==> config.mk <==
export PLATFORM = sky130hd
export DESIGN_NAME = led_periph_top
export DESIGN_NICKNAME = d
export VERILOG_FILES = /design/src/source/axil_pkg.sv /design/src/source/led_regmap_pkg.sv /design/src/source/axil_reg_port.sv /design/src/source/led_channel.sv /design/src/source/led_periph_top.sv /design/src/source/reg_read_mux.sv
export SDC_FILE = /design/constraint.sdc
export NUM_CORES = 1
export LEC_CHECK = 0
export ABC_AREA = 0
export BUFFER_PORTS_ARGS = -buffer_cell sky130_fd_sc_hd__clkbuf_2
export CORE_ASPECT_RATIO = 1.25
export CORE_UTILIZATION = 64
export CTS_BUF_LIST = sky130_fd_sc_hd__clkbuf_16
export DETAILED_ROUTE_END_ITERATION = 8
export GPL_TIMING_DRIVEN = 0
export PLACE_DENSITY = 0.82
export RECOVER_POWER = 25
export SETUP_SLACK_MARGIN = 0.2
export SLEW_MARGIN = 0
export SYNTH_ARGS = -nofsm -noshare
export SYNTH_HDL_FRONTEND = slang
export SYNTH_HIERARCHICAL = 1
export SYNTH_SLANG_ARGS = --single-unit
==> constraint.sdc <==
create_clock -name clk -period 3.27 [get_ports clk]
set_clock_uncertainty 0.1 [all_clocks]
set_input_delay 0.654 -clock clk [delete_from_list [all_inputs] [get_ports clk]]
set_output_delay 0.654 -clock clk [all_outputs]
set_load 0.02 [all_outputs]
==> src/source/axil_pkg.sv <==
package axil_pkg;

    // bus geometry
    localparam int ADDR_W = 8;
    localparam int DATA_W = 32;
    localparam int STRB_W = DATA_W / 8;

    // byte offset bits below the word address
    localparam int ADDR_LSB = $clog2(STRB_W);
    localparam int WORD_W   = ADDR_W - ADDR_LSB;

    // byte address as seen on awaddr / araddr
    typedef logic [ADDR_W-1:0] addr_t;

    typedef logic [DATA_W-1:0] data_t;

    typedef logic [STRB_W-1:0] strb_t;

    // word address, byte offset stripped
    typedef logic [WORD_W-1:0] word_addr_t;

    // bresp / rresp encoding
    typedef logic [1:0] resp_t;

    localparam resp_t RESP_OKAY   = 2'b00;
    localparam resp_t RESP_SLVERR = 2'b10;

endpackage

==> src/source/led_regmap_pkg.sv <==
package led_regmap_pkg;

    // channel count
    localparam int NUM_LEDS = 4;

    // register index, one per 32-bit word
    // 0..3 are channel ctrl at 0x00..0x0C, 4 is status at 0x10
    typedef logic [2:0] led_idx_t;

    localparam led_idx_t STATUS_IDX = 3'd4;

    // ctrl[1:0] mode
    typedef enum logic [1:0] {
        LED_OFF   = 2'd0,
        LED_ON    = 2'd1,
        LED_BLINK = 2'd2,
        LED_RSVD  = 2'd3
    } led_mode_e;

    // ctrl[15:8] blink half period, in prescaled ticks minus one
    typedef logic [7:0] half_period_t;

    // field positions inside a ctrl word
    localparam int MODE_LSB = 0;
    localparam int HALF_LSB = 8;

    // implemented ctrl bits, the rest read back as zero
    localparam axil_pkg::data_t CTRL_MASK = 32'h0000_ff03;

    // clock cycles per blink tick
    localparam int BLINK_PRESCALE = 16;
    localparam int PRESCALE_W     = $clog2(BLINK_PRESCALE);

endpackage

==> src/source/axil_reg_port.sv <==
`timescale 1ns/1ps

module axil_reg_port (
    input  logic                     clk,
    input  logic                     rst_n,

    // write address / data
    input  axil_pkg::addr_t          awaddr,
    input  logic                     awvalid,
    output logic                     awready,
    input  axil_pkg::data_t          wdata,
    input  axil_pkg::strb_t          wstrb,
    input  logic                     wvalid,
    output logic                     wready,

    // write response
    output axil_pkg::resp_t          bresp,
    output logic                     bvalid,
    input  logic                     bready,

    // read address / data
    input  axil_pkg::addr_t          araddr,
    input  logic                     arvalid,
    output logic                     arready,
    output axil_pkg::data_t          rdata,
    output axil_pkg::resp_t          rresp,
    output logic                     rvalid,
    input  logic                     rready,

    // register side
    output logic                     wr_en,
    output led_regmap_pkg::led_idx_t wr_idx,
    output axil_pkg::data_t          wr_data,
    output axil_pkg::strb_t          wr_strb,
    output logic                     rd_en,
    output led_regmap_pkg::led_idx_t rd_idx,
    input  axil_pkg::data_t          rd_data
);

    typedef enum logic [1:0] {
        IDLE,
        WR_RESP,
        RD_RESP
    } state_e;

    state_e               state_q;
    state_e               state_d;
    axil_pkg::word_addr_t aw_word;
    axil_pkg::word_addr_t ar_word;
    logic                 wr_req;
    logic                 wr_ok;
    logic                 rd_hs;
    logic                 rd_ok;
    axil_pkg::resp_t      bresp_q;
    axil_pkg::resp_t      rresp_q;

    // word decode, byte offset ignored
    assign aw_word = awaddr[axil_pkg::ADDR_W-1:axil_pkg::ADDR_LSB];
    assign ar_word = araddr[axil_pkg::ADDR_W-1:axil_pkg::ADDR_LSB];
    assign wr_idx  = led_regmap_pkg::led_idx_t'(aw_word);
    assign rd_idx  = led_regmap_pkg::led_idx_t'(ar_word);

    // status sits right after the ctrl words and is read only
    assign wr_ok = (aw_word < led_regmap_pkg::STATUS_IDX);
    assign rd_ok = (ar_word <= led_regmap_pkg::STATUS_IDX);

    // address and data are taken together, write wins over read
    assign wr_req  = (state_q == IDLE) && awvalid && wvalid;
    assign awready = wr_req;
    assign wready  = wr_req;
    assign arready = (state_q == IDLE) && !(awvalid && wvalid);
    assign rd_hs   = arvalid && arready;

    // strobes only for legal accesses
    assign wr_en   = wr_req && wr_ok;
    assign wr_data = wdata;
    assign wr_strb = wstrb;
    assign rd_en   = rd_hs && rd_ok;

    always_comb begin
        state_d = state_q;
        unique case (state_q)
            IDLE: begin
                if (wr_req) begin
                    state_d = WR_RESP;
                end else if (rd_hs) begin
                    state_d = RD_RESP;
                end
            end
            WR_RESP: begin
                if (bready) begin
                    state_d = IDLE;
                end
            end
            RD_RESP: begin
                if (rready) begin
                    state_d = IDLE;
                end
            end
            default: state_d = IDLE;
        endcase
    end

    always_ff @(posedge clk or negedge rst_n) begin
        if (!rst_n) begin
            state_q <= IDLE;
            bresp_q <= axil_pkg::RESP_OKAY;
            rresp_q <= axil_pkg::RESP_OKAY;
        end else begin
            state_q <= state_d;
            if (wr_req) begin
                bresp_q <= wr_ok ? axil_pkg::RESP_OKAY : axil_pkg::RESP_SLVERR;
            end
            if (rd_hs) begin
                rresp_q <= rd_ok ? axil_pkg::RESP_OKAY : axil_pkg::RESP_SLVERR;
            end
        end
    end

    assign bvalid = (state_q == WR_RESP);
    assign bresp  = bresp_q;
    assign rvalid = (state_q == RD_RESP);
    assign rresp  = rresp_q;

    // error reads return zero, the mux was not loaded
    assign rdata = (rresp_q == axil_pkg::RESP_SLVERR) ? '0 : rd_data;

    // one response channel at a time
    a_one_resp: assert property (@(posedge clk) disable iff (!rst_n)
        !(bvalid && rvalid));

    // a stalled response holds, incl. the data registered in the read mux
    a_b_hold: assert property (@(posedge clk) disable iff (!rst_n)
        bvalid && !bready |=> bvalid && $stable(bresp));

    a_r_hold: assert property (@(posedge clk) disable iff (!rst_n)
        rvalid && !rready |=> rvalid && $stable(rresp) && $stable(rdata));

endmodule

==> src/source/led_channel.sv <==
`timescale 1ns/1ps

module led_channel (
    input  logic                     clk,
    input  logic                     rst_n,
    input  led_regmap_pkg::led_idx_t chan_idx,
    input  logic                     wr_en,
    input  led_regmap_pkg::led_idx_t wr_idx,
    input  axil_pkg::data_t          wr_data,
    input  axil_pkg::strb_t          wr_strb,
    output axil_pkg::data_t          ctrl_q,
    output logic                     led_level
);

    logic                                   sel_wr;
    axil_pkg::data_t                        ctrl_d;
    led_regmap_pkg::led_mode_e              mode;
    led_regmap_pkg::half_period_t           half;
    logic [led_regmap_pkg::PRESCALE_W-1:0]  pre_cnt;
    led_regmap_pkg::half_period_t           hp_cnt;
    logic                                   tick;
    logic                                   blink_q;

    assign sel_wr = wr_en && (wr_idx == chan_idx);

    // byte lanes under strobe, unimplemented bits forced to zero
    always_comb begin
        ctrl_d = ctrl_q;
        for (int b = 0; b < axil_pkg::STRB_W; b++) begin
            if (wr_strb[b]) begin
                ctrl_d[8*b +: 8] = wr_data[8*b +: 8];
            end
        end
        ctrl_d = ctrl_d & led_regmap_pkg::CTRL_MASK;
    end

    assign mode = led_regmap_pkg::led_mode_e'(
        ctrl_q[led_regmap_pkg::MODE_LSB +: $bits(led_regmap_pkg::led_mode_e)]);
    assign half = ctrl_q[led_regmap_pkg::HALF_LSB +: $bits(led_regmap_pkg::half_period_t)];

    assign tick = (pre_cnt == led_regmap_pkg::PRESCALE_W'(led_regmap_pkg::BLINK_PRESCALE - 1));

    always_ff @(posedge clk or negedge rst_n) begin
        if (!rst_n) begin
            ctrl_q  <= '0;
            pre_cnt <= '0;
            hp_cnt  <= '0;
            blink_q <= 1'b0;
        end else if (sel_wr) begin
            // any write restarts the blink phase from low
            ctrl_q  <= ctrl_d;
            pre_cnt <= '0;
            hp_cnt  <= '0;
            blink_q <= 1'b0;
        end else if (mode == led_regmap_pkg::LED_BLINK) begin
            pre_cnt <= tick ? '0 : pre_cnt + 1'b1;
            if (tick) begin
                if (hp_cnt == half) begin
                    hp_cnt  <= '0;
                    blink_q <= !blink_q;
                end else begin
                    hp_cnt <= hp_cnt + 1'b1;
                end
            end
        end
    end

    // reserved mode is treated as off
    always_comb begin
        unique case (mode)
            led_regmap_pkg::LED_ON:    led_level = 1'b1;
            led_regmap_pkg::LED_BLINK: led_level = blink_q;
            default:                   led_level = 1'b0;
        endcase
    end

    // blink phase never left high outside blink mode
    a_off_low: assert property (@(posedge clk) disable iff (!rst_n)
        (mode inside {led_regmap_pkg::LED_OFF, led_regmap_pkg::LED_RSVD})
        |-> !led_level && !blink_q);

endmodule

==> src/source/led_periph_top.sv <==
`timescale 1ns/1ps

module led_periph_top (
    input  logic                                clk,
    input  logic                                rst_n,

    input  axil_pkg::addr_t                     awaddr,
    input  logic                                awvalid,
    output logic                                awready,
    input  axil_pkg::data_t                     wdata,
    input  axil_pkg::strb_t                     wstrb,
    input  logic                                wvalid,
    output logic                                wready,
    output axil_pkg::resp_t                     bresp,
    output logic                                bvalid,
    input  logic                                bready,
    input  axil_pkg::addr_t                     araddr,
    input  logic                                arvalid,
    output logic                                arready,
    output axil_pkg::data_t                     rdata,
    output axil_pkg::resp_t                     rresp,
    output logic                                rvalid,
    input  logic                                rready,

    output logic [led_regmap_pkg::NUM_LEDS-1:0] led
);

    logic                     wr_en;
    led_regmap_pkg::led_idx_t wr_idx;
    axil_pkg::data_t          wr_data;
    axil_pkg::strb_t          wr_strb;
    logic                     rd_en;
    led_regmap_pkg::led_idx_t rd_idx;
    axil_pkg::data_t          rd_data;
    axil_pkg::data_t          ctrl_q [led_regmap_pkg::NUM_LEDS];

    axil_reg_port u_reg_port (
        .clk     (clk),
        .rst_n   (rst_n),
        .awaddr  (awaddr),
        .awvalid (awvalid),
        .awready (awready),
        .wdata   (wdata),
        .wstrb   (wstrb),
        .wvalid  (wvalid),
        .wready  (wready),
        .bresp   (bresp),
        .bvalid  (bvalid),
        .bready  (bready),
        .araddr  (araddr),
        .arvalid (arvalid),
        .arready (arready),
        .rdata   (rdata),
        .rresp   (rresp),
        .rvalid  (rvalid),
        .rready  (rready),
        .wr_en   (wr_en),
        .wr_idx  (wr_idx),
        .wr_data (wr_data),
        .wr_strb (wr_strb),
        .rd_en   (rd_en),
        .rd_idx  (rd_idx),
        .rd_data (rd_data)
    );

    // one channel per led, index doubles as register index
    for (genvar i = 0; i < led_regmap_pkg::NUM_LEDS; i++) begin : g_chan
        led_channel u_led_channel (
            .clk       (clk),
            .rst_n     (rst_n),
            .chan_idx  (led_regmap_pkg::led_idx_t'(i)),
            .wr_en     (wr_en),
            .wr_idx    (wr_idx),
            .wr_data   (wr_data),
            .wr_strb   (wr_strb),
            .ctrl_q    (ctrl_q[i]),
            .led_level (led[i])
        );
    end

    reg_read_mux u_read_mux (
        .clk       (clk),
        .rst_n     (rst_n),
        .rd_en     (rd_en),
        .rd_idx    (rd_idx),
        .ctrl_q    (ctrl_q),
        .led_level (led),
        .rd_data   (rd_data)
    );

endmodule

==> src/source/reg_read_mux.sv <==
`timescale 1ns/1ps

module reg_read_mux (
    input  logic                                clk,
    input  logic                                rst_n,
    input  logic                                rd_en,
    input  led_regmap_pkg::led_idx_t            rd_idx,
    input  axil_pkg::data_t                     ctrl_q [led_regmap_pkg::NUM_LEDS],
    input  logic [led_regmap_pkg::NUM_LEDS-1:0] led_level,
    output axil_pkg::data_t                     rd_data
);

    axil_pkg::data_t status_word;
    axil_pkg::data_t sel_word;

    // led levels in the low bits, zero above
    assign status_word = axil_pkg::data_t'(led_level);

    always_comb begin
        sel_word = '0;
        if (rd_idx == led_regmap_pkg::STATUS_IDX) begin
            sel_word = status_word;
        end else begin
            for (int i = 0; i < led_regmap_pkg::NUM_LEDS; i++) begin
                if (rd_idx == led_regmap_pkg::led_idx_t'(i)) begin
                    sel_word = ctrl_q[i];
                end
            end
        end
    end

    // held until the next accepted read
    always_ff @(posedge clk or negedge rst_n) begin
        if (!rst_n) begin
            rd_data <= '0;
        end else if (rd_en) begin
            rd_data <= sel_word;
        end
    end

endmodule

==> summary.md <==
| Metric | Value |
|---|---|
| Final Hold Viols | 0 |
| Reg2Reg Depth | 4 |
| GRT Util Overall | 30.2% |
| Max-slew violations | 26 |
| Critical path type | input port to flip-flop |
| Clock Latency Late Sink | 420 ps |
| Max Freq | 347 MHz |
| Final ANT Viol Nets | 0 |
| DR vias | 6910 |
| Clk sinks | 128 |
| Initial drt markers | 353 |
| CP max-delay cell | nor4_4 |
| Hold WS | 387 ps |
| Nets@finish | 1117 |
| Initial antenna violation count | 0 |
| # setup viols final | 0 |
| Required @ worst endpoint | 3450 ps |
| Placed Area | 9570 µm² |
| Tmin final | 2880 ps |
| Worst setup EP type | flip-flop |
| Power Dens Cells | 535 nW/µm² |
| Slew @ Worst Pin | 1640 ps |
| RR Startpoint | u_reg_port/state_q[1] |
| IO Pins | 104 |
| Cells after DPL | 1194 |
| Failing checks | max-capacitance violations, max-slew violations |
| Worst Hold Class | input port to flip-flop |
| Die area | 14000 µm² |
| CTS tree | built |
| Drt pass-1 iters | 5 |
| PortBufs | 59 |
| Lkg Pwr | 4.96 nW |
| Critical-path cell list | clkbuf_2 -> or4_4 -> nor4_4 -> nand4_1 -> o21ai_1 -> o211ai_1 |
| Rel. slew slack | -9.32% |
| Remaining Overflow, GRT | 0 |
| Layout cell share with drive strength beyond 1 | 24.2% |
| Yosys warning count | 6 |
| Core Box Area | 13200 µm² |
| Routability cong. | 0.854 |
| Cells after Synth | 868 |
| Die X | 106 µm |
| Wirelength per Cell | 16.2 µm |
| Number of core rows | 47 |
| Clk root buf | clkbuf_16 |
| Total power | 5.42 mW |
| Reg-to-reg endpoint | g_chan[3].u_led_channel/hp_cnt[4] |
| Crit start category | input port |
| CTS clk-pin slew, worst paths | 60 ps |
| Slowest stage delay, CP | 640 ps |
| Area Overhead vs Synth | 16.9% |
| N_diodes | 0 |
| Hpwl dp | 14.3 mm |
| Post-route cell area | 10100 µm² |
| Max VDD drop | 0.449 mV |
| H-tree levels | 4 |
| First-pass GRT wire length | 33.0 mm |
| Drt total wl | 19.9 mm |
| Mapped cell area | 8670 µm² |
| Vias in the first global route | 6732 |
| Largest net degree at the start of global routing | 104 |
| Resized Gates After CTS | 0 |
| WP data arrival | 3060 ps |
| Hold buffer count at cts | 0 |
| Endpoint, Worst Hold | g_chan[1].u_led_channel/ctrl_q[0] |
| Max Cap Viol | 1 |
| Initial Util | 65.5% |
| Maximum buffer depth of the clock tree | 2 |
| Outcome | complete, but fails checks |
| Unrepaired setup endpoints after global routing | false |
| Max Fanout on Critical Path | 13 |
| Post-route non-filler standard cell count | 1226 |
| Final period util | 88.1% |
| WP buf/inv | 1 |
| Vias per cell | 5.64 |
| R2r setup slk | 650 ps |
| Worst path top cell family by delay | simple AND/OR/NAND/NOR gates |
| Hold path depth | 2 |
| Worst Hold Launch | wdata[0] |
| Floorplan die height | 132 µm |
| Setup bufs post-CTS | 0 |
| Syn avg cell area | 9.99 µm² |
| CTS buffer count | 17 |
| DRC | 0 |
final cells by class:
class	count	area, µm²
Fill cell	944	3090
Inverter	22	82.6
Clock buffer	17	425
Multi-Input combinational cell	661	4600
Timing Repair Buffer	60	322
Tap cell	171	214
Clock inverter	15	150
Sequential cell	128	3200
Buffer	152	1140
registers in the layout, summed over array words and instances (netlist names):
name and count:
g_chan.u_led_channel/ctrl_q 40, u_read_mux/rd_data 32, g_chan.u_led_channel/pre_cnt 16, g_chan.u_led_channel/hp_cnt 32, g_chan.u_led_channel/blink_q 4, u_reg_port/bresp 1
u_reg_port/state_q 2, u_reg_port/rresp 1
where the power goes:
group	leakage, nW	internal, mW	total (mW)	switching (mW)
clock network	0.271	1.07	1.87	0.800
registers	1.56	1.86	2.23	0.366
logic	3.13	0.640	1.32	0.682
per-stage QoR:
stage	setup TNS [ps]	utilization (%)	setup slack, ps
floorplan	0	-	660
global placement	-83120	72.1	-662
detailed placement	0	72.3	56.7
CTS	0	76.7	401
global route	0	76.6	253
finish	0	76.6	390
worst max-delay path by stage:
stage,depth (start not counted),startpoint,to
after floorplan,6,awaddr[7],g_chan[0].u_led_channel/ctrl_q[10]
after global placement,1,rst_n,g_chan[2].u_led_channel/pre_cnt[1]
after detailed placement,6,awaddr[7],g_chan[3].u_led_channel/hp_cnt[4]
after CTS,7,awaddr[7],g_chan[1].u_led_channel/ctrl_q[8]
after global routing,6,awaddr[7],g_chan[3].u_led_channel/hp_cnt[4]
final,6,awaddr[7],g_chan[3].u_led_channel/hp_cnt[4]
layout by cell type (no fill, tap or decap), drive strengths merged, types with 24 or more instances in the layout:
cell	count
nor2b	42
o221ai	32
o211ai	24
inv	31
conb	102
dfrtp	128
xnor2	44
nand2	58
mux2i	68
o2111ai	24
a21oi	29
mux2	40
nand2b	28
clkbuf	85
nor2	34
buf	144
routing by layer:
layer	track usage [%]	share of wire, %	vias to the layer above
li1	-	-	3280
met1	36.9	41	3331
met2	52.3	51	243
met3	5.49	5.0	56
met4	12.1	3.2	0
met5	0	0	-
(Power assumes the default switching activity.)
